$ cat config.mk
export PLATFORM = sky130hd
export DESIGN_NAME = gather_unit
export DESIGN_NICKNAME = d
export VERILOG_FILES = /design/src/common/gpu_types_pkg.sv /design/src/common/commit_pkg.sv /design/src/gather/elastic_buffer.sv /design/src/gather/gather_unit.sv
export SDC_FILE = /design/constraint.sdc
export NUM_CORES = 2
export LEC_CHECK = 0
export BUFFER_PORTS_ARGS = -buffer_cell sky130_fd_sc_hd__buf_4
export CORE_AREA = 2 2 571 573
export DETAILED_ROUTE_END_ITERATION = 8
export DIE_AREA = 0 0 573 575
export GPL_TIMING_DRIVEN = 0
export SYNTH_ARGS = -nofsm -noshare
export SYNTH_HDL_FRONTEND = slang
export SYNTH_SLANG_ARGS = --single-unit
$ cat constraint.sdc
create_clock -name clk -period 17.25 [get_ports clk]
set_input_delay 0.8625 -clock clk [delete_from_list [all_inputs] [get_ports clk]]
set_output_delay 0.8625 -clock clk [all_outputs]
set_load 0.01 [all_outputs]
$ cat src/common/gpu_types_pkg.sv
`default_nettype none

package gpu_types_pkg;

    // Machine geometry of the execute stage
    localparam int XLEN       = 32;
    localparam int THREAD_CNT = 8;
    localparam int NUM_LANES  = 4;
    localparam int WARP_CNT   = 8;

    // A warp is split into PID_CNT packets of NUM_LANES threads each
    localparam int PID_CNT = THREAD_CNT / NUM_LANES;
    localparam int PID_W   = (PID_CNT > 1) ? $clog2(PID_CNT) : 1;

    localparam int WARP_W  = $clog2(WARP_CNT);
    localparam int UUID_W  = 8;
    localparam int NR_BITS = 5;

    typedef logic [XLEN-1:0]       word_t;
    typedef logic [WARP_W-1:0]     wid_t;
    typedef logic [UUID_W-1:0]     uuid_t;
    typedef logic [NR_BITS-1:0]    reg_t;
    typedef logic [PID_W-1:0]      pid_t;
    typedef logic [NUM_LANES-1:0]  lane_mask_t;
    typedef logic [THREAD_CNT-1:0] thread_mask_t;

    // Integer operations of the lane ALU
    // OP_SLL shifts by the low 5 bits of operand b
    typedef enum logic [2:0] {
        OP_ADD = 3'd0,
        OP_SUB = 3'd1,
        OP_AND = 3'd2,
        OP_OR  = 3'd3,
        OP_XOR = 3'd4,
        OP_SLL = 3'd5
    } alu_op_t;

endpackage

`default_nettype wire

$ cat src/common/commit_pkg.sv
`default_nettype none

package commit_pkg;

    // One warp instruction as it arrives on the issue port
    typedef struct packed {
        gpu_types_pkg::uuid_t                                 uuid;
        gpu_types_pkg::wid_t                                  wid;
        gpu_types_pkg::thread_mask_t                          tmask;
        gpu_types_pkg::alu_op_t                               op;
        gpu_types_pkg::reg_t                                  rd;
        logic                                                 wb;
        gpu_types_pkg::word_t [gpu_types_pkg::THREAD_CNT-1:0] a;
        gpu_types_pkg::word_t [gpu_types_pkg::THREAD_CNT-1:0] b;
    } issue_req_t;

    // One NUM_LANES-wide slice of a warp on its way into the lane ALU
    typedef struct packed {
        gpu_types_pkg::uuid_t                                uuid;
        gpu_types_pkg::wid_t                                 wid;
        gpu_types_pkg::lane_mask_t                           tmask;
        gpu_types_pkg::alu_op_t                              op;
        gpu_types_pkg::reg_t                                 rd;
        logic                                                wb;
        gpu_types_pkg::pid_t                                 pid;
        logic                                                sop;
        logic                                                eop;
        gpu_types_pkg::word_t [gpu_types_pkg::NUM_LANES-1:0] a;
        gpu_types_pkg::word_t [gpu_types_pkg::NUM_LANES-1:0] b;
    } lane_req_t;

    // Lane ALU output where the results take the place of the operands
    typedef struct packed {
        gpu_types_pkg::uuid_t                                uuid;
        gpu_types_pkg::wid_t                                 wid;
        gpu_types_pkg::lane_mask_t                           tmask;
        gpu_types_pkg::alu_op_t                              op;
        gpu_types_pkg::reg_t                                 rd;
        logic                                                wb;
        gpu_types_pkg::pid_t                                 pid;
        logic                                                sop;
        logic                                                eop;
        gpu_types_pkg::word_t [gpu_types_pkg::NUM_LANES-1:0] data;
    } lane_commit_t;

    // Commit packet with lanes placed back at their thread positions
    typedef struct packed {
        gpu_types_pkg::uuid_t                                 uuid;
        gpu_types_pkg::wid_t                                  wid;
        gpu_types_pkg::thread_mask_t                          tmask;
        gpu_types_pkg::reg_t                                  rd;
        logic                                                 wb;
        gpu_types_pkg::pid_t                                  pid;
        logic                                                 sop;
        logic                                                 eop;
        gpu_types_pkg::word_t [gpu_types_pkg::THREAD_CNT-1:0] data;
    } commit_t;

endpackage

`default_nettype wire

$ cat src/gather/elastic_buffer.sv
`timescale 1ns/100ps
`default_nettype none

module elastic_buffer #(
    parameter int DATA_W = 32
) (
    input  logic              clk,
    input  logic              rst_n,
    input  logic              in_valid,
    input  logic [DATA_W-1:0] in_data,
    output logic              in_ready,
    output logic              out_valid,
    output logic [DATA_W-1:0] out_data,
    input  logic              out_ready
);

    logic [DATA_W-1:0] main_q;
    logic [DATA_W-1:0] spill_q;
    logic              main_valid_q;
    logic              spill_valid_q;
    logic              main_free;
    logic              main_load;
    logic              spill_load;

    // The spill register catches the word that arrives while the output stalls
    assign in_ready  = !spill_valid_q;
    assign out_valid = main_valid_q;
    assign out_data  = main_q;

    assign main_free  = !main_valid_q || out_ready;
    assign main_load  = main_free && (spill_valid_q || in_valid);
    assign spill_load = in_valid && in_ready && !main_free;

    always_ff @(posedge clk or negedge rst_n) begin
        if (!rst_n) begin
            main_valid_q  <= 1'b0;
            spill_valid_q <= 1'b0;
        end else if (main_free) begin
            main_valid_q  <= spill_valid_q || in_valid;
            spill_valid_q <= 1'b0;
        end else if (spill_load) begin
            spill_valid_q <= 1'b1;
        end
    end

    // A waiting spill entry always goes out before new input
    always_ff @(posedge clk) begin
        if (main_load) begin
            main_q <= spill_valid_q ? spill_q : in_data;
        end
        if (spill_load) begin
            spill_q <= in_data;
        end
    end

endmodule

`default_nettype wire

$ cat src/gather/gather_unit.sv
`timescale 1ns/100ps
`default_nettype none

module gather_unit #(
    parameter int BLOCK_SIZE = 2,
    parameter int ISSUE_CNT  = 4
) (
    input  logic                                      clk,
    input  logic                                      rst_n,
    input  logic [BLOCK_SIZE-1:0]                     in_valid,
    input  commit_pkg::lane_commit_t [BLOCK_SIZE-1:0] in,
    output logic [BLOCK_SIZE-1:0]                     in_ready,
    output logic [ISSUE_CNT-1:0]                      commit_valid,
    output commit_pkg::commit_t [ISSUE_CNT-1:0]       commit,
    input  logic [ISSUE_CNT-1:0]                      commit_ready
);

    localparam int BLOCK_W = (BLOCK_SIZE > 1) ? $clog2(BLOCK_SIZE) : 1;
    localparam int ISSUE_W = (ISSUE_CNT > 1) ? $clog2(ISSUE_CNT) : 1;
    localparam int LANES   = gpu_types_pkg::NUM_LANES;
    localparam int DATA_W  = $bits(commit_pkg::lane_commit_t);

    logic [BLOCK_SIZE-1:0][ISSUE_W-1:0]        in_slot;
    logic [ISSUE_CNT-1:0]                      slot_valid;
    commit_pkg::lane_commit_t [ISSUE_CNT-1:0]  slot_data;
    logic [ISSUE_CNT-1:0]                      slot_ready;
    commit_pkg::lane_commit_t [ISSUE_CNT-1:0]  buf_data;

    // Block b only ever carries warps whose slot has b in its low bits
    for (genvar b = 0; b < BLOCK_SIZE; b++) begin : g_slot
        if (ISSUE_CNT == 1) begin : g_one
            assign in_slot[b] = '0;
        end else if (BLOCK_SIZE == ISSUE_CNT) begin : g_direct
            assign in_slot[b] = ISSUE_W'(b);
        end else if (BLOCK_SIZE == 1) begin : g_wid
            assign in_slot[b] = in[b].wid[ISSUE_W-1:0];
        end else begin : g_mixed
            assign in_slot[b] = {in[b].wid[ISSUE_W-1:BLOCK_W], BLOCK_W'(b)};
        end
        assign in_ready[b] = slot_ready[in_slot[b]];
    end

    // Slots never collide, so plain steering is enough
    always_comb begin
        slot_valid = '0;
        slot_data  = '0;
        for (int b = 0; b < BLOCK_SIZE; b++) begin
            slot_valid[in_slot[b]] = in_valid[b];
            slot_data[in_slot[b]]  = in[b];
        end
    end

    for (genvar s = 0; s < ISSUE_CNT; s++) begin : g_port
        commit_pkg::commit_t scat;

        elastic_buffer #(
            .DATA_W (DATA_W)
        ) out_buf (
            .clk       (clk),
            .rst_n     (rst_n),
            .in_valid  (slot_valid[s]),
            .in_data   (slot_data[s]),
            .in_ready  (slot_ready[s]),
            .out_valid (commit_valid[s]),
            .out_data  (buf_data[s]),
            .out_ready (commit_ready[s])
        );

        // Put each lane back at thread pid*LANES + lane and leave all other threads at zero
        always_comb begin
            scat.uuid  = buf_data[s].uuid;
            scat.wid   = buf_data[s].wid;
            scat.rd    = buf_data[s].rd;
            scat.wb    = buf_data[s].wb;
            scat.pid   = buf_data[s].pid;
            scat.sop   = buf_data[s].sop;
            scat.eop   = buf_data[s].eop;
            scat.tmask = '0;
            scat.data  = '0;
            for (int l = 0; l < LANES; l++) begin
                scat.tmask[buf_data[s].pid * LANES + l] = buf_data[s].tmask[l];
                scat.data[buf_data[s].pid * LANES + l]  = buf_data[s].data[l];
            end
        end

        assign commit[s] = scat;
    end

endmodule

`default_nettype wire

## After elaboration in Yosys (flattened, before gate mapping)

Index checks and enable logic that the tools add are counted.

| storage, ports and cells | value |
|---|---|
| output and inout bits | 1142 |
| flip-flop bits (word level) | 1248 |
| bits of input ports | 318 |

| cells by class | value |
|---|---|
| reductions and logical operators | 54 |
| magnitude comparators | 36 |
| $add $sub $neg | 12 |
| muxes and demuxes | 114 |
| bitwise gates (word level) | 10 |

Operator list:

| kind | count |
|---|---|
| $bwmux W256 | 12 |
| $demux W32 S3 | 12 |
| $and A256 B160 Y256 | 4 |
| $mux W155 | 6 |
| $and A620 B465 Y620 | 1 |
| $bwmux W620 | 1 |
| $mux W32 | 16 |
| $demux W155 S1 | 2 |
| $demux W32 S1 | 4 |
| $bwmux W8 | 12 |
| $ge A4 B1 Y1 const B | 11 |
| $lt A4 B4 Y1 const B | 11 |
| $demux W1 S3 | 12 |
| $add A3 B2 Y4 const B | 8 |
| $and A8 B5 Y8 | 4 |
| $ge A32 B1 Y1 const B | 1 |
| $lt A32 B4 Y1 const B | 1 |
| $logic_and A1 B1 Y1 | 30 |
| $mux W1 | 30 |
| $add A3 B1 Y4 const B | 4 |
| $lt A3 B4 Y1 const B | 4 |
| $ge A3 B1 Y1 const B | 4 |
| $logic_not A1 Y1 | 12 |
| $logic_or A1 B1 Y1 | 8 |
| other kinds (6) | 16 |

## Longest topological paths before layout

| depth | value |
|---|---|
| word-level depth | 10 |
| mapped depth | 5 |
| mapped depth without buffers | 2 |

## Cells and area by module

A second synthesis with hierarchy kept.

| unflattened totals | value |
|---|---|
| cell total of the unflattened synthesis | 3831 |
| area, all modules | 58284.6 µm² |

By module, submodules not included:

| module | cells an instance | seq. area each (µm²) | instances | area an instance (µm²) |
|---|---|---|---|---|
| elastic_buffer | 492 | 9359.0 | 4 | 11693.7 |
| gather_unit | 1863 | 0.0 | 1 | 11509.8 |

## Least setup slack after synthesis

Ideal clock, no wire load.

| path | value |
|---|---|
| kind | input-to-reg |
| from | in in[145] (netlist bit) |
| to | reg g_port[0].out_buf.main_q[0], enable pin |
| arrival time | 12355 ps |
| required time | 16358 ps |
| stages on the path | 5 |
| setup slack | 4002 ps |
| library setup time | 892 ps |
| path buffers | 3 |
| path through | buf_4 -> buf_6 -> buf_6 -> nand2b_1 -> a21boi_0 |

| on the way | value |
|---|---|
| word-level cells in the longest chain between the ends | 8 |

RTL lines:

| what | line | text |
|---|---|---|
| start: declaration | gather_unit.sv:11 | `input commit_pkg::lane_commit_t [BLOCK_SIZE-1:0] in,` |
| $lt A2 B3 Y1 (implied by the code) / $ge A2 B1 Y1 (equally long branches) | gather_unit.sv:48 | `slot_valid[in_slot[b]] = in_valid[b];` |
| $logic_and A1 B1 Y1 (implied by the code) | gather_unit.sv:48 |  |
| $mux W1 (implied by the code) | gather_unit.sv:48 |  |
| $demux W1 S1 (*) | gather_unit.sv:48 |  |
| $and A4 B3 Y4 (no source line) (*) | n/a |  |
| $bwmux W4 (*) | gather_unit.sv:48 |  |
| $logic_or A1 B1 Y1 (*) | elastic_buffer.sv:31 | `assign main_load = main_free && (spill_valid_q \|\| in_valid);` |
| $logic_and A1 B1 Y1 (*) | elastic_buffer.sv:31 |  |
| named net g_port[0].out_buf.main_load | elastic_buffer.sv:22 | `logic main_load;` |
| end signal: assignment | elastic_buffer.sv:49 | `main_q <= spill_valid_q ? spill_q : in_data;` |
| end: declaration | elastic_buffer.sv:17 | `logic [DATA_W-1:0] main_q;` |

The timed path passes the listed nets; every way through them passes the cells marked *.
A chain may end at the register's enable or synchronous reset.

==> out/metrics.cfg <==
[worst_setup_path]
startpoint_type = flip-flop
path_cells = clkbuf_2, clkbuf_1, nor2b_1, buf_4
worstReg2RegEnd = g_port[0].out_buf.out_data[6]
path_max_fanout = 10
worstSetupPathType = flip-flop to output port
required_ns = 16.39
cp.arrival_ns = 4.11
crit_path_end_kind = output port
ff2ff_path_depth = 11
cp_slowest_stage_delay_ns = 1.06
reg2reg_slack_ns = 13.48
r2r_start = g_port[0].out_buf.spill_valid_q
crit_buf_inv = 3
slowest_stage = clkbuf_1
crit_family = buffers and inverters

[synthesis]
synth_cell_types = 22
synth_edf_count = 1212
synth_top_family_by_area = simple AND/OR/NAND/NOR gates
syn_inst = 3851
ys_seq_area_frac = 0.6472
synth_xor_area_frac = 0
synth.area.mux_share = 0.1210
syn_avg_cell_area_sq_um = 14.68
ys_ff_latch = 1220
ys.flop_type = edfxtp_1
synth_fa_ha_area_frac = 0
yosys_warnings = 0
synthSimpleGateAreaFrac = 0.1945
synth_compound_gate_area_share = 0.0006195
ys_async_sr_fraction = 0.006557
netlist_area_sq_um = 56550

[job]
cap_violations = 4

[sta]
setup_viol = 0
finClkSkew_ns = 0.04764
worst_slew_pin_slew_ns = 1.599
final_max_slew_viol_count = 11
fmax_mhz = 201.3
rsz0062_at_grt = false
final-hold-violation-count = 0
maxSlewHeadroom = -0.06611
layout_min_cycle_time_ns = 4.968
holdWs_ns = 0.2533
post-route-period-util = 0.2880
setup_tns_ns = 0

[run_status]
violations = max-capacitance violations, max-slew violations
status = finished, violations left

[detailed_routing]
via_count = 41630
via_per_inst = 4.160
drcViolationCount = 0
wl_per_cell_um = 33.80
ant_nets = 0
drtIter0Drc = 4955
wl_um = 338200
firstDrtPassIters = 5

[global_route]
grt_max_degree = 51
grt_pass1_vias = 40730
antenna_found_initial = 149
grt_first_pass_wirelength_um = 424800
grt_usage = 0.1961
overflow = 0

[placed_design]
placed_cells = 9696
io_buffers = 1451
hpwlAfterDp_um = 277700
place_congestion = 0.9393

[clocking]
cts_max_path_buffers = 4
cts.clk_slew.worst_paths_ns = 0.06
cts_inserted_buffers = 149
htree_num_levels = 4
clock-sinks = 1220
root_buffer = clkbuf_16
clock_latency_ns = 0.82
cts_hold_buf = 1
cts_tree = built
post_cts_buffers = 0
post_cts_resized = 0

[pwr]
power.total_mw = 7.988
ir_drop_uv = 69.38
p_leak_nw = 30.39
powerDensity_nw_per_um2 = 101.2

[die]
dieWidth_um = 573
pin_count = 1460
die-area_sq_um = 329500
start_util = 0.1750
rows = 209
die_y_um = 575
core_sq_um = 323200

[cells_and_area]
drive_above_1_share = 0.4945
multi_input_area_sq_um = 17940
syn2layout_area_growth_pct = 39.63
final_cell_mix = buf_4, edfxtp_1, nor2b_1
fill_cells = 34110
nNetsFinal = 5841
seqCellArea_sq_um = 36600
final_common_cell = buf_4
fin_cells = 10010
fin_util = 0.2443

[hold_path]
hold_end = g_port[2].out_buf.spill_q[145]
hold-path-cell-count = 1
hold_start = in[145]
worstHoldPathType = input port to flip-flop

==> report_power, final <==
part / internal, mW / switching (mW)
combinational: 0.534 / 0.755
sequential: 3.44 / 0.118
clock: 1.76 / 1.39
==> worst max path at each step <==
stage / end / slack, ns / cells past startpoint / start
after global placement: g_port[1].out_buf.out_data[84] / -7.66 / 6 / in[300]
after detailed placement: g_port[0].out_buf.spill_q[17] / 12.59 / 16 / in[145]
after global routing: commit[896] / 12.43 / 4 / g_port[3].out_buf.out_data[130]
after floorplan: g_port[0].out_buf.out_data[0] / 4.00 / 5 / in[145]
after CTS: commit[896] / 12.51 / 4 / g_port[3].out_buf.out_data[130]
final: commit[896] / 12.28 / 4 / g_port[3].out_buf.out_data[130]
==> registers in the layout, indices dropped and copies added, names as in the netlist <==
name and cells:
g_port.out_buf.spill_q 606, g_port.out_buf.spill_valid_q 4, g_port.out_buf.out_data 606, g_port.out_buf.out_valid 4
==> metrics by stage <==
step           cell area [sq um]  setup WS, ns
3_3_place_gp               72860        -7.661
3_5_place_dp               74090         12.59
2_1_floorplan              56550         4.002
6_report                   78960         12.28
5_1_grt                    78850         12.43
4_1_cts                    78820         12.51
==> worst register-to-register path: stages, from the launching register on <==
cell and delay, ns:
dfrtp_1 0.51, inv_2 0.19, buf_4 0.25, buf_6 0.23, a21boi_4 0.66, buf_12 0.31
buf_12 0.24, buf_16 0.20, buf_12 0.22, buf_16 0.21, buf_12 0.22, buf_12 0.23
==> per-layer routing <==
| metal | global-route usage | part of all wire | vias to the layer above |
|---|---|---|---|
| met1 | 0.2730 | 0.44 | 21700 |
| met5 | 0 | 0.00080 | - |
| met3 | 0.08091 | 0.12 | 410 |
| li1 | - | - | 16760 |
| met2 | 0.2724 | 0.40 | 2726 |
| met4 | 0.06039 | 0.031 | 40 |
==> Yosys cell counts (4+ instances only) <==
cell,n,area [sq um]
a21oi_1,4,20.02
and2_1,629,3935
and2_4,201,1760
buf_2,76,380.4
buf_4,102,765.7
buf_6,44,495.5
clkbuf_1,112,420.4
dfrtp_1,8,200.2
edfxtp_1,1212,36390
mux2_1,7,78.83
mux2_2,599,6745
nand2b_1,6,37.54
nor2_1,4,15.01
nor2b_1,832,5205
==> cell type report <==
| cell class | instances | area share |
|---|---|---|
| plain buffers | 334 | 0.02651 |
| multi-input cells | 2296 | 0.2272 |
| flip-flops and latches | 1220 | 0.4635 |
| repair buffers | 1520 | 0.1527 |
| clock buffers | 169 | 0.04817 |
| diodes | 53 | 0.001680 |
| well taps | 4325 | 0.06854 |
| inverters | 2 | 0.00009508 |
| clock inverters | 89 | 0.01162 |
==> cell families after synthesis <==
group	count (synthesis)
AOI/OAI and AO/OA	6
buffers and inverters	336
DFF	1220
muxes	608
other	1
and+or+nand+nor	1680
Note: power is estimated with default switching activity, not from simulation.
