**config.mk**
```make
export PLATFORM = sky130hd
export DESIGN_NAME = issue_dispatch
export DESIGN_NICKNAME = d
export VERILOG_FILES = /design/src/common/gpu_types_pkg.sv /design/src/common/commit_pkg.sv /design/src/execute/lane_splitter.sv /design/src/source/issue_dispatch.sv
export SDC_FILE = /design/constraint.sdc
export NUM_CORES = 1
export LEC_CHECK = 0
export BUFFER_PORTS_ARGS = -buffer_cell sky130_fd_sc_hd__buf_2
export CAP_MARGIN = 20
export CORE_AREA = 8 8 425 427
export DETAILED_ROUTE_END_ITERATION = 8
export DIE_AREA = 0 0 433 435
export PLACE_DENSITY = 0.53
export SETUP_SLACK_MARGIN = 0.4
export SKIP_CTS_REPAIR_TIMING = 1
export SYNTH_ARGS = -nofsm -noshare
export SYNTH_HDL_FRONTEND = slang
export SYNTH_HIERARCHICAL = 1
export SYNTH_SLANG_ARGS = --single-unit
```
**constraint.sdc**
```tcl
create_clock -name clk -period 50.9 [get_ports clk]
set_input_delay 2.545 -clock clk [delete_from_list [all_inputs] [get_ports clk]]
set_output_delay 2.545 -clock clk [all_outputs]
set_load 0.02 [all_outputs]
```
**src/common/gpu_types_pkg.sv**
```systemverilog
`default_nettype none

package gpu_types_pkg;

    // Machine geometry of the execute stage
    localparam int XLEN       = 32;
    localparam int THREAD_CNT = 8;
    localparam int NUM_LANES  = 4;
    localparam int WARP_CNT   = 8;

    // A warp is split into PID_CNT packets of NUM_LANES threads each
    localparam int PID_CNT = THREAD_CNT / NUM_LANES;
    localparam int PID_W   = (PID_CNT > 1) ? $clog2(PID_CNT) : 1;

    localparam int WARP_W  = $clog2(WARP_CNT);
    localparam int UUID_W  = 8;
    localparam int NR_BITS = 5;

    typedef logic [XLEN-1:0]       word_t;
    typedef logic [WARP_W-1:0]     wid_t;
    typedef logic [UUID_W-1:0]     uuid_t;
    typedef logic [NR_BITS-1:0]    reg_t;
    typedef logic [PID_W-1:0]      pid_t;
    typedef logic [NUM_LANES-1:0]  lane_mask_t;
    typedef logic [THREAD_CNT-1:0] thread_mask_t;

    // Integer operations of the lane ALU
    // OP_SLL shifts by the low 5 bits of operand b
    typedef enum logic [2:0] {
        OP_ADD = 3'd0,
        OP_SUB = 3'd1,
        OP_AND = 3'd2,
        OP_OR  = 3'd3,
        OP_XOR = 3'd4,
        OP_SLL = 3'd5
    } alu_op_t;

endpackage

`default_nettype wire

```
**src/common/commit_pkg.sv**
```systemverilog
`default_nettype none

package commit_pkg;

    // One warp instruction as it arrives on the issue port
    typedef struct packed {
        gpu_types_pkg::uuid_t                                 uuid;
        gpu_types_pkg::wid_t                                  wid;
        gpu_types_pkg::thread_mask_t                          tmask;
        gpu_types_pkg::alu_op_t                               op;
        gpu_types_pkg::reg_t                                  rd;
        logic                                                 wb;
        gpu_types_pkg::word_t [gpu_types_pkg::THREAD_CNT-1:0] a;
        gpu_types_pkg::word_t [gpu_types_pkg::THREAD_CNT-1:0] b;
    } issue_req_t;

    // One NUM_LANES-wide slice of a warp on its way into the lane ALU
    typedef struct packed {
        gpu_types_pkg::uuid_t                                uuid;
        gpu_types_pkg::wid_t                                 wid;
        gpu_types_pkg::lane_mask_t                           tmask;
        gpu_types_pkg::alu_op_t                              op;
        gpu_types_pkg::reg_t                                 rd;
        logic                                                wb;
        gpu_types_pkg::pid_t                                 pid;
        logic                                                sop;
        logic                                                eop;
        gpu_types_pkg::word_t [gpu_types_pkg::NUM_LANES-1:0] a;
        gpu_types_pkg::word_t [gpu_types_pkg::NUM_LANES-1:0] b;
    } lane_req_t;

    // Lane ALU output where the results take the place of the operands
    typedef struct packed {
        gpu_types_pkg::uuid_t                                uuid;
        gpu_types_pkg::wid_t                                 wid;
        gpu_types_pkg::lane_mask_t                           tmask;
        gpu_types_pkg::alu_op_t                              op;
        gpu_types_pkg::reg_t                                 rd;
        logic                                                wb;
        gpu_types_pkg::pid_t                                 pid;
        logic                                                sop;
        logic                                                eop;
        gpu_types_pkg::word_t [gpu_types_pkg::NUM_LANES-1:0] data;
    } lane_commit_t;

    // Commit packet with lanes placed back at their thread positions
    typedef struct packed {
        gpu_types_pkg::uuid_t                                 uuid;
        gpu_types_pkg::wid_t                                  wid;
        gpu_types_pkg::thread_mask_t                          tmask;
        gpu_types_pkg::reg_t                                  rd;
        logic                                                 wb;
        gpu_types_pkg::pid_t                                  pid;
        logic                                                 sop;
        logic                                                 eop;
        gpu_types_pkg::word_t [gpu_types_pkg::THREAD_CNT-1:0] data;
    } commit_t;

endpackage

`default_nettype wire

```
**src/execute/lane_splitter.sv**
```systemverilog
`timescale 1ns/100ps
`default_nettype none

module lane_splitter (
    input  logic                   clk,
    input  logic                   rst_n,
    input  logic                   in_valid,
    input  commit_pkg::issue_req_t in,
    output logic                   in_ready,
    output logic                   out_valid,
    output commit_pkg::lane_req_t  out,
    input  logic                   out_ready
);

    localparam int LANES = gpu_types_pkg::NUM_LANES;
    localparam gpu_types_pkg::pid_t LAST_PID = gpu_types_pkg::pid_t'(gpu_types_pkg::PID_CNT - 1);

    commit_pkg::issue_req_t req_q;
    gpu_types_pkg::pid_t    pid_q;
    logic                   busy_q;

    // One warp is held at a time and a new one is taken once the last packet left
    assign in_ready  = !busy_q;
    assign out_valid = busy_q;

    always_ff @(posedge clk or negedge rst_n) begin
        if (!rst_n) begin
            busy_q <= 1'b0;
            pid_q  <= '0;
        end else if (in_valid && in_ready) begin
            busy_q <= 1'b1;
            pid_q  <= '0;
        end else if (out_valid && out_ready) begin
            if (pid_q == LAST_PID) begin
                busy_q <= 1'b0;
            end else begin
                pid_q <= pid_q + 1'b1;
            end
        end
    end

    always_ff @(posedge clk) begin
        if (in_valid && in_ready) begin
            req_q <= in;
        end
    end

    // Slice the current packet out of the held warp
    always_comb begin
        out.uuid = req_q.uuid;
        out.wid  = req_q.wid;
        out.op   = req_q.op;
        out.rd   = req_q.rd;
        out.wb   = req_q.wb;
        out.pid  = pid_q;
        out.sop  = (pid_q == '0);
        out.eop  = (pid_q == LAST_PID);
        for (int l = 0; l < LANES; l++) begin
            out.tmask[l] = req_q.tmask[pid_q * LANES + l];
            out.a[l]     = req_q.a[pid_q * LANES + l];
            out.b[l]     = req_q.b[pid_q * LANES + l];
        end
    end

endmodule

`default_nettype wire

```
**src/source/issue_dispatch.sv**
```systemverilog
`timescale 1ns/100ps
`default_nettype none

module issue_dispatch #(
    parameter int BLOCK_SIZE = 2
) (
    input  logic                                   clk,
    input  logic                                   rst_n,
    input  logic                                   issue_valid,
    input  commit_pkg::issue_req_t                 issue,
    output logic                                   issue_ready,
    output logic [BLOCK_SIZE-1:0]                  lane_valid,
    output commit_pkg::lane_req_t [BLOCK_SIZE-1:0] lane,
    input  logic [BLOCK_SIZE-1:0]                  lane_ready
);

    localparam int BLOCK_W = (BLOCK_SIZE > 1) ? $clog2(BLOCK_SIZE) : 1;

    logic [BLOCK_W-1:0]    sel;
    logic [BLOCK_SIZE-1:0] split_valid;
    logic [BLOCK_SIZE-1:0] split_ready;

    // Warps are spread over the blocks by the low bits of their id
    assign sel = BLOCK_W'(issue.wid % BLOCK_SIZE);

    // Only the selected block sees the request, and only its ready counts
    assign issue_ready = split_ready[sel];

    for (genvar b = 0; b < BLOCK_SIZE; b++) begin : g_block
        assign split_valid[b] = issue_valid && (sel == BLOCK_W'(b));

        lane_splitter splitter (
            .clk       (clk),
            .rst_n     (rst_n),
            .in_valid  (split_valid[b]),
            .in        (issue),
            .in_ready  (split_ready[b]),
            .out_valid (lane_valid[b]),
            .out       (lane[b]),
            .out_ready (lane_ready[b])
        );
    end

endmodule

`default_nettype wire

```
# [Word-level counts from Yosys, hierarchy flattened]
# Index checks and enable logic that the tools add are counted.
[op_classes] n_addsub=8 mux=62 n_lt_le_gt_ge=9 n_reduce_logical=14 bitwise_logic=3
[ops] op="$bmux 32 s3" count=12
[ops] op="$mux 32" count=20
[ops] op="$lt 32x4->1 const B" count=6
[ops] op="$mux 1" count=24
[ops] op="$bmux 1 s3" count=6
[ops] op="$add 3x2->4 const B" count=4
[ops] op="$add 3x1->4 const B" count=2
[ops] op="$lt 3x4->1 const B" count=2
[ops] op="$reduce_bool 2->1" count=4
[ops] op="$logic_and 1x1->1" count=6
[ops] op="$reduce_and 2->1" count=2
[ops] op="$not 1->1" count=3
[ops] op="$add 1x1->1 const B" count=2
[ops] op="$logic_not 1->1" count=2
[ops] op="$lt 1x2->1 const B" count=1
[word_totals] out_inout_bits=569 reg_bits=1084

# [Logic depth before layout (Yosys ltp)]
# Gate-level depths: netlist of run 1.
[depth] depth_word=5 mapped_depth=5 ltp_nobuf=3

# [By module]
# Netlist of run 1, hierarchy kept.
[modules_own_cells] module="lane_splitter" cells_each=860 area_per_inst_um2=19865.3 instances=2 seq_area_each_um2=16265.6
[modules_own_cells] module="issue_dispatch" cells_each=3 area_per_inst_um2=31.3 instances=1 seq_area_each_um2=0.0

# [Least setup slack after synthesis of run 1]
# OpenSTA, ideal clock, no wires.
[synth_path] path_kind="input -> register" start="in issue[529] (netlist name)" end="reg g_block[0].splitter.req_q (netlist bit g_block[0].splitter/out[259]), enable pin" path_buffers=0 required_time_ns=49.375 path_slack_ns=22.916 arrival_ns=26.459 setup_ns=1.525 cell_stages=2 cell_sequence="and2b_2 -> nor2b_1"
[synth_between] elab_chain_cells=3
[synth_lines] item="start, declared" line="issue_dispatch.sv:10" rtl="input commit_pkg::issue_req_t issue,"
[synth_lines] item="$not 1->1" line="issue_dispatch.sv:30" rtl="assign split_valid[b] = issue_valid && (sel == BLOCK_W'(b));"
[synth_lines] item="$logic_and 1x1->1" line="issue_dispatch.sv:30"
[synth_lines] item="$logic_and 1x1->1" line="lane_splitter.sv:43" rtl="if (in_valid && in_ready) begin"
[synth_lines] item="end signal, assigned" line="lane_splitter.sv:44" rtl="req_q <= in;"
[synth_lines] item="end, declared" line="lane_splitter.sv:18" rtl="commit_pkg::issue_req_t req_q;"
# No other way between the ends.
# A chain may end at the register's enable or synchronous reset.

==> results of run 1 <==
[kinds of logic (layout without fill, tap and decap cells)]
logic type,Yosys count,in the layout,share of synthesized area (%)
flip-flops,1084,1084,81.8
multiplexers,521,521,16.0
buffers and inverters,106,1353,1.99
AND/OR/NAND/NOR,8,8,0.110
AO/OA/AOI/OAI,4,4,0.0566
other,0,22,0
[power by group]
group	switching, mW	leakage [nW]	total, mW	internal, mW
Combinational	0.507	7.33	0.794	0.287
Sequential	0.0363	9.95	1.13	1.09
Clock	0.347	1.75	0.809	0.462
[final timing paths]
kind,startpoint,endpoint,slack (ns),depth (start not counted)
setup reg to reg,g_block[0].splitter/out_valid,g_block[0].splitter/req_q[479],45.78,6
setup / recovery,g_block[0].splitter/pid_q,lane[8],43.64,5
max in group asynchronous,rst_n,g_block[0].splitter/pid_q,49.16,1
hold / removal,g_block[1].splitter/out_valid,g_block[1].splitter/out_valid,0.63,1
hold reg to reg,g_block[1].splitter/out_valid,g_block[1].splitter/out_valid,0.63,1
min in group asynchronous,rst_n,g_block[1].splitter/out_valid,1.60,1
[cells in the final DEF, fill, tap and decap left out, drive strengths merged]
master,n
bufinv,9
buf,1141
inv,6
clkinv,42
nor2,4
a31oi,2
diode,22
dfrtp,4
clkinvlp,4
and2,1
nor2b,2
a21oi,2
and2b,1
mux2,521
edfxtp,1080
clkbuf,151
[final cells by class]
type	count	area [µm²]	share of cell area, %
antenna	22	55.1	0.107
timing repair buffer	1141	5810	11.3
sequential	1084	32500	63.3
inverter	4	15.0	0.0292
clock buffer	151	3010	5.86
clock inverter	57	596	1.16
multi-input combinational	533	6450	12.6
tap	2325	2910	5.66
[synth_stat cells]
master / instances / share of area [%]
mux2_4: 135 / 5.1
and2b_2: 1 / 0.022
buf_4: 66 / 1.2
buf_2: 20 / 0.25
nor2b_1: 2 / 0.031
mux2_2: 386 / 11
a31oi_1: 2 / 0.031
inv_1: 4 / 0.038
dfrtp_1: 4 / 0.25
and2_2: 1 / 0.019
buf_6: 16 / 0.45
edfxtp_1: 1080 / 82
a21oi_1: 2 / 0.025
nor2_1: 4 / 0.038
[worst max-delay path, delay by kind of cell (launching register included)]
kind / cells / cell delay (ns)
mux: 1 / 0.42
buf+inv: 4 / 2.36
flops: 1 / 0.90
[flip-flops by register name, indices dropped and copies added (netlist names)]
signal / cells
g_block.splitter/out_valid: 2
g_block.splitter/req_q: 1040
g_block.splitter/pid_q: 2
g_block.splitter/out: 40
[stage by stage]
stage	hold WS [ns]	power (mW)
detailed placement	0.621	1.96
CTS	0.627	2.78
global placement	0.603	1.96
floorplan	0.650	1.74
finish	0.633	2.73
global route	0.664	2.84
[metal layers]
metal  global-route usage [%]  vias to the layer above  wire, µm  share of wire, %
met1                     15.6                    10900     51500                37
li1                         -                     9183         -                 -
met3                     5.73                      229     13500               9.7
met5                        0                        -       185              0.13
met2                     23.6                      912     68800                50
met4                     5.78                       28      4830               3.5
==> run summary, run 1 <==
Status: finished clean
Leak: 19.0 nW
H-tree depth: 3
FF+latch count, synth: 1,084
Slew Viols, Final: 0
Antenna violations before repair: 59
FILL cells: 17,300
Power density over cell area: 53.1 nW/µm²
Root Driver: clkbuf_16
Die Height: 435 µm
First-pass GRT wire length: 183,000 µm
I/O pins: 1,114
Core footprint: 173,000 µm²
Worst skew pair latency: 0.73 ns
Tmin final: 7.26 ns
Number of nets in the layout: 3,423
Vias: 21,300
CP cell instances: buf_4, buf_4, buf_4, mux2_2, buf_2
DP HPWL: 107,000 µm
VDD IR max: 0.0000323 V
Slew headroom: 28.4%
Antenna viol nets, final: 0
Clk_skew: 0.0454 ns
Critical-path top delay cell: dfrtp_4
# DRC: 0
Actual slew at the worst max-slew pin: 1.07 ns
CP dominant cell by count: buf_4
Final Hold Violating Endpoints: 0
Setup TNS: 0 ns
Post-route setup slack: 43.64 ns
Final Util: 29.7%
Dpl ws: 43.22 ns
Fmax: 138 MHz
Synth Area per Inst: 23.1 µm²
Crit path required time: 48.35 ns
Crit share post-route: 14.3%
Placer Congestion: 0.902
# setup viols final: 0
RSZ-0062 raised after global routing: no
Initial DRC count: 1,550
Crit path kind: flop to primary output
Worst path arrival time: 4.72 ns
Largest net degree at the start of global routing: 98
Vias/cell: 4.00
Worst hold path type: flop to flop
Placed Cells: 5,086
Post-Layout Cell Count: 5,317
Global route overflow: 0
CTS tree: yes
Final Instance Area: 51,400 µm²
Drt total wl: 139,000 µm
Largest incremental delay on the critical path: 0.90 ns
Synth unique cells: 14
Worst Path Max Fanout: 55
Synth Net Count: 2,268
Post-Syn Area: 39,800 µm²
Cells after Synth: 1,723
Post-DP Area: 47,700 µm²
GRT Overall Usage: 14.0%
Initial Utilization: 23.0%
Area growth syn-to-layout: 29.3%
Row count: 153
Die area: 188,000 µm²
Ys Warns: 6
Clock buffer count from CTS: 114
First-pass DRT Iterations: 5
Share of cells above drive strength 1: 61.4%
Deepest clock path buffer count: 3
Die width: 433 µm
Number of clock sinks: 1,084
Max-cap violations: 0
Clk slew on worst S/H paths: 0.06 ns
Worst setup SP type: flop
Avg WL per Cell: 26.1 µm
Sequential area share after synthesis: 81.8%
Vias in the first global route: 21,900
IO buf count: 1,113
Critical Path End Type: primary output
No activity file was read; power rests on OpenSTA's default activity.
==> run 2: changes to the inputs <==
--- a/config.mk
+++ b/config.mk
@@ -7,10 +7,10 @@
 export LEC_CHECK = 0
 export BUFFER_PORTS_ARGS = -buffer_cell sky130_fd_sc_hd__buf_2
 export CAP_MARGIN = 20
-export CORE_AREA = 8 8 425 427
+export CORE_AREA = 8 8 424 426
 export DETAILED_ROUTE_END_ITERATION = 8
-export DIE_AREA = 0 0 433 435
-export PLACE_DENSITY = 0.53
+export DIE_AREA = 0 0 432 434
+export PLACE_DENSITY = 0.54
 export SETUP_SLACK_MARGIN = 0.4
 export SKIP_CTS_REPAIR_TIMING = 1
 export SYNTH_ARGS = -nofsm -noshare
==> constraint.sdc (replaced) <==
create_clock -name clk -period 6.3 [get_ports clk]
set_input_delay 0.315 -clock clk [delete_from_list [all_inputs] [get_ports clk]]
set_output_delay 0.315 -clock clk [all_outputs]
set_load 0.02 [all_outputs]
==> run 2 against run 1 <==
First-iteration DRC count grew 17%. Critical path depth shrank 1. Largest power group unchanged. Critical endpoint is now lane[411]. Clock skew shrank 0.016 ns. Largest cell class unchanged. Routed wire length grew 2.5%. Core utilization grew 3.3 points.
==> run summary, run 2 (synthesis results as in run 1) <==
Status: finished clean
Vias/cell: 4.03 (+0.77%)
Deepest clock path buffer count: 3 (unchanged)
Slew Viols, Final: 0 (unchanged)
Critical-path top delay cell: buf_12
Placer Congestion: 0.915 (+1.4%)
First-pass DRT Iterations: 5 (unchanged)
Antenna viol nets, final: 0 (unchanged)
CP dominant cell by count: buf_12
Row count: 153 (unchanged)
Vias in the first global route: 21,800 (-0.59%)
Dpl ws: 3.45 ns (-39.77 ns)
Critical Path End Type: primary output
Actual slew at the worst max-slew pin: 1.11 ns (+0.0397 ns)
Crit share post-route: 55.1%
First-pass GRT wire length: 181,000 µm (-1.2%)
CTS tree: yes
Worst skew pair latency: 0.75 ns (+0.02 ns)
# setup viols final: 0 (unchanged)
I/O pins: 1,114 (unchanged)
Die width: 432 µm (-0.23%)
Worst Path Max Fanout: 103 (+87%)
Crit path kind: flop to primary output
# DRC: 0 (unchanged)
Post-route setup slack: 2.83 ns (-40.80 ns)
Worst path arrival time: 3.15 ns (-1.57 ns)
H-tree depth: 3 (unchanged)
Crit path required time: 5.98 ns (-42.37 ns)
Largest incremental delay on the critical path: 0.46 ns (-0.44 ns)
Number of nets in the layout: 3,972 (+16%)
Die area: 187,000 µm² (-0.46%)
Final Util: 33.0% (+3.3 points)
Core footprint: 173,000 µm² (-0.22%)
Power density over cell area: 392 nW/µm² (+640%)
Share of cells above drive strength 1: 52.2% (-9.2 points)
FILL cells: 16,600 (-3.6%)
Largest Register: g_block.splitter/req_q
Clk slew on worst S/H paths: 0.06 ns (about the same)
Cell family with most CP delay: buffers and inverters
Max reg flops: 1,040 (unchanged)
Slew headroom: 25.8% (-2.6 points)
Final Hold Violating Endpoints: 0 (unchanged)
Avg WL per Cell: 24.3 µm (-7.0%)
Vias: 23,600 (+11%)
Initial Utilization: 23.0% (+0.051 points)
Fmax: 288 MHz
Global route overflow: 0 (unchanged)
Worst hold path type: input pin to flop
Tmin final: 3.47 ns
Max-cap violations: 0 (unchanged)
Multi-input logic area: 6450 µm² (unchanged)
Die Height: 434 µm (-0.23%)
Largest net degree at the start of global routing: 148 (+51%)
Final Instance Area: 57,000 µm² (+11%)
GRT Overall Usage: 13.8% (-0.17 points)
IO buf count: 1,113 (unchanged)
Antenna violations before repair: 36 (-39%)
Clk_skew: 0.0299 ns (-0.0156 ns)
Setup TNS: 0 ns (unchanged)
Commonest cells after routing, fill and taps aside: buf_2, edfxtp_1, dlygate4sd3_1
RSZ-0062 raised after global routing: no
WP buf/inv: 3 (-1)
Leak: 21.4 nW (+12%)
Root Driver: clkbuf_16
Worst hold margin: 0.217 ns (-0.416 ns)
Post-DP Area: 47,900 µm² (+0.36%)
CP cell instances: buf_12, buf_12, mux2_2, buf_2
Area growth syn-to-layout: 43.3%
Worst setup SP type: flop
Drt total wl: 142,000 µm (+2.5%)
VDD IR max: 0.000278 V (+760%)
Most common cell after layout, fill and taps aside: buf_2
Initial DRC count: 1,806 (+17%)
Clock buffer count from CTS: 114 (unchanged)
Number of clock sinks: 1,084 (unchanged)
DP HPWL: 106,000 µm (-0.66%)
FF+latch area: 32,500 µm² (about the same)
==> run 2: area by class of cell <==
cell class	instances	area share (%)
antenna	14	0.0615
timing repair buffer	1690	20.0
inverter	4	0.0264
clock inverter	68	1.10
tap	2325	5.11
sequential	1084	57.1
multi-input combinational	533	11.3
clock buffer	143	5.24
==> run 2: per-layer routing <==
layer,share of wire (%),up-vias,track usage (%)
met5,0.056,-,0
met4,2.0,12,3.62
met3,9.0,202,4.70
met2,51,1032,24.1
met1,38,12100,16.3
li1,-,10300,-
==> run 2: worst register-to-register path: cells and delay by family, from the launching register on <==
family / cells / cell delay [ns]
buffers and inverters: 2 / 0.95
and+or+nand+nor: 1 / 0.79
DFF: 1 / 0.49
==> run 2: final timing paths <==
kind | from | end | slack (ns) | cells after the start
worst max-delay path | g_block[1].splitter/pid_q | lane[411] | 2.83 | 4
worst min-delay path | issue_valid | g_block[0].splitter/out_valid | 0.22 | 4
worst max register to register | g_block[1].splitter/out_valid | g_block[1].splitter/req_q[143] | 3.68 | 3
worst min register to register | g_block[0].splitter/out_valid | g_block[0].splitter/out_valid | 0.63 | 1
max in group asynchronous | rst_n | g_block[0].splitter/pid_q | 5.45 | 3
min in group asynchronous | rst_n | g_block[1].splitter/pid_q | 0.62 | 3
==> run 2: power breakdown <==
group / switching, mW / internal, mW / total, mW
Clock: 2.85 / 3.69 / 6.54
Combinational: 4.12 / 2.59 / 6.71
Sequential: 0.270 / 8.81 / 9.08
==> run 2: stage by stage <==
step | cells | power [mW]
2_1_floorplan | 1723 | 13.5
3_3_place_gp | 5092 | 15.7
3_5_place_dp | 5092 | 15.7
4_1_cts | 5303 | 22.4
5_1_grt | 5853 | 23.2
6_report | 5861 | 22.3
==> run 3: changes to the inputs <==
==> constraint.sdc (replaced) <==
create_clock -name clk -period 3 [get_ports clk]
set_input_delay 0.15 -clock clk [delete_from_list [all_inputs] [get_ports clk]]
set_output_delay 0.15 -clock clk [all_outputs]
set_load 0.02 [all_outputs]
==> run 3 against run 2 <==
Flip-flop and latch count unchanged. Core utilization up 0.45 points. Total power up 120%. Highest routed layer unchanged. Non-clock buffer count up 49. Hold slack worse by 0.11 ns. Largest cell class unchanged. Critical path type unchanged.
==> run summary, run 3 (synthesis results as in run 1) <==
Status: finished clean
CTS tree: yes
Max reg flops: 1,040 (unchanged)
FILL cells: 16,600 (-0.024%)
Root Driver: clkbuf_16
IO buf count: 1,113 (unchanged)
Worst setup SP type: flop
Critical Path End Type: primary output
Worst hold path type: input pin to flop
Sequential Power Share: 39.4% (-1.3 points)
Worst path arrival time: 2.38 ns (-0.77 ns)
Switching part of the total: 32.8% (+0.36 points)
# DRC: 0 (unchanged)
# setup viols final: 0 (unchanged)
Met2 global-route usage: 24.2% (+0.13 points)
Antenna viol nets, final: 0 (unchanged)
Largest incremental delay on the critical path: 0.47 ns (about the same)
Global routing usage on met1: 16.8% (+0.49 points)
Cell-internal power: 32.3 mW (+110%)
Placer Congestion: 0.918 (+0.42%)
Vias/cell: 4.08 (+1.2%)
Largest net degree at the start of global routing: 90 (-39%)
Fmax: 395 MHz
Vias in the first global route: 22,200 (+1.7%)
Max-cap violations: 0 (unchanged)
I/O pins: 1,114 (unchanged)
Crit share post-route: 84.4%
Leak: 21.8 nW (+1.9%)
Die Height: 434 µm (unchanged)
Area growth syn-to-layout: 45.2%
Clk_skew: 0.0404 ns (+0.0106 ns)
Final Hold Violating Endpoints: 0 (unchanged)
Share of cells above drive strength 1: 52.9% (+0.67 points)
Commonest cells after routing, fill and taps aside: buf_2, edfxtp_1, dlygate4sd3_1
Row count: 153 (unchanged)
FF+latch area: 32,500 µm² (unchanged)
Initial DRC count: 1,728 (-4.3%)
Placed Cells: 5,127 (+0.69%)
Slew Viols, Final: 0 (unchanged)
Largest Register: g_block.splitter/req_q
Clk slew on worst S/H paths: 0.07 ns (about the same)
Most common cell after layout, fill and taps aside: buf_2
Antenna violations before repair: 43 (+19%)
Deepest clock path buffer count: 3 (unchanged)
Number of nets in the layout: 4,022 (+1.3%)
Crit path kind: flop to primary output
Met3 usage: 4.71% (+0.0069 points)
H-tree depth: 3 (unchanged)
Worst skew pair latency: 0.77 ns (+0.02 ns)
Final Util: 33.4% (+0.45 points)
Die width: 432 µm (unchanged)
Logic pwr share: 31.6% (+1.6 points)
Die area: 187,000 µm² (unchanged)
GR peak layer: met2
Worst Path Max Fanout: 25 (-76%)
Initial Utilization: 23.0% (unchanged)
Actual slew at the worst max-slew pin: 0.641 ns (-0.472 ns)
DP HPWL: 111,000 µm (+4.1%)
Tmin final: 2.53 ns
RSZ-0062 raised after global routing: yes
VDD IR max: 0.000579 V (+110%)
Drt total wl: 149,000 µm (+4.5%)
CP cell instances: buf_12, buf_16, mux2_2, buf_2
Critical-path top delay cell: dfrtp_4
Number of clock sinks: 1,084 (unchanged)
GRT Overall Usage: 14.1% (+0.33 points)
Avg WL per Cell: 25.2 µm (+3.6%)
Post-Layout Cell Count: 5,915 (+0.92%)
Power density over cell area: 833 nW/µm² (+110%)
Clock share of power: 29.0% (-0.3 points)
Multi-input logic area: 6470 µm² (+0.17%)
Vias: 24,100 (+2.2%)
Crit path required time: 2.85 ns (-3.13 ns)
First-pass GRT wire length: 185,000 µm (+1.9%)
First-pass DRT Iterations: 5 (unchanged)
Clock buffer count from CTS: 115 (+0.88%)
Psw: 15.8 mW (+120%)
Core footprint: 173,000 µm² (unchanged)
Slew headroom: 57.2% (+31 points)
Global route overflow: 0 (unchanged)
-- run 3: cell types whose count changed in the layout (fill, tap and decap cells not counted), moves of 4 or more --
| cell | previous run | this run |
|---|---|---|
| buf_12 | 11 | 21 |
| buf_4 | 22 | 42 |
| buf_6 | 0 | 6 |
| clkbuf_16 | 115 | 120 |
| clkinv_2 | 25 | 29 |
-- run 3: worst max-delay path, delay by kind of cell (launching register included) --
family                 cells  cell delay (ns)
buffers and inverters      3             0.64
flip-flops                 1             0.47
multiplexers               1             0.41
-- run 3: final timing paths --
check,from,to,slack [ns],depth (start not counted)
setup reg to reg,g_block[1].splitter/out_valid,g_block[1].splitter/req_q[397],1.12,3
min in group asynchronous,rst_n,g_block[1].splitter/out_valid,0.36,3
max in group asynchronous,rst_n,g_block[0].splitter/pid_q,2.43,3
setup / recovery,g_block[1].splitter/pid_q,lane[424],0.47,4
hold / removal,issue[49],g_block[1].splitter/req_q[49],0.11,2
hold reg to reg,g_block[0].splitter/out_valid,g_block[0].splitter/pid_q,0.63,2
-- run 3: metrics by stage --
step           cell area [µm²]  hold slack, ns  setup TNS (ns)  power, mW  setup slack (ns)
4_1_cts                  52000          -0.907               0       47.6            0.0284
5_1_grt                  57700          0.0551               0       49.8             0.365
2_1_floorplan            39800          -0.146        -6477.91       28.3             -5.99
3_5_place_dp             48300         -0.0303               0       33.5             0.907
6_report                 57700           0.111               0       48.1             0.467
3_3_place_gp             48300         -0.0347               0       33.5             0.906
-- run 3: metal layers --
layer	part of all wire (%)	vias up
li1	-	10400
met1	38	12300
met2	50	1157
met3	8.6	248
met4	2.6	20
met5	0.079	-
-- run 3: layout make-up --
type                            instances  share of cell area, %
Sequential cell                      1084                   56.4
Timing Repair Buffer                 1739                   20.9
Multi-Input combinational cell        533                   11.2
Clock buffer                          141                   5.19
Tap cell                             2325                   5.04
Clock inverter                         73                   1.21
Antenna cell                           16                 0.0693
Inverter                                4                 0.0260
-- run 3: power groups by stage --
stage               clock (mW)  combinational [mW]  sequential (mW)
floorplan                    0                8.72             19.6
global placement             0                14.1             19.3
detailed placement           0                14.2             19.4
CTS                       14.3                14.2             19.1
global route              14.9                15.9             19.1
finish                    13.9                15.2             19.0
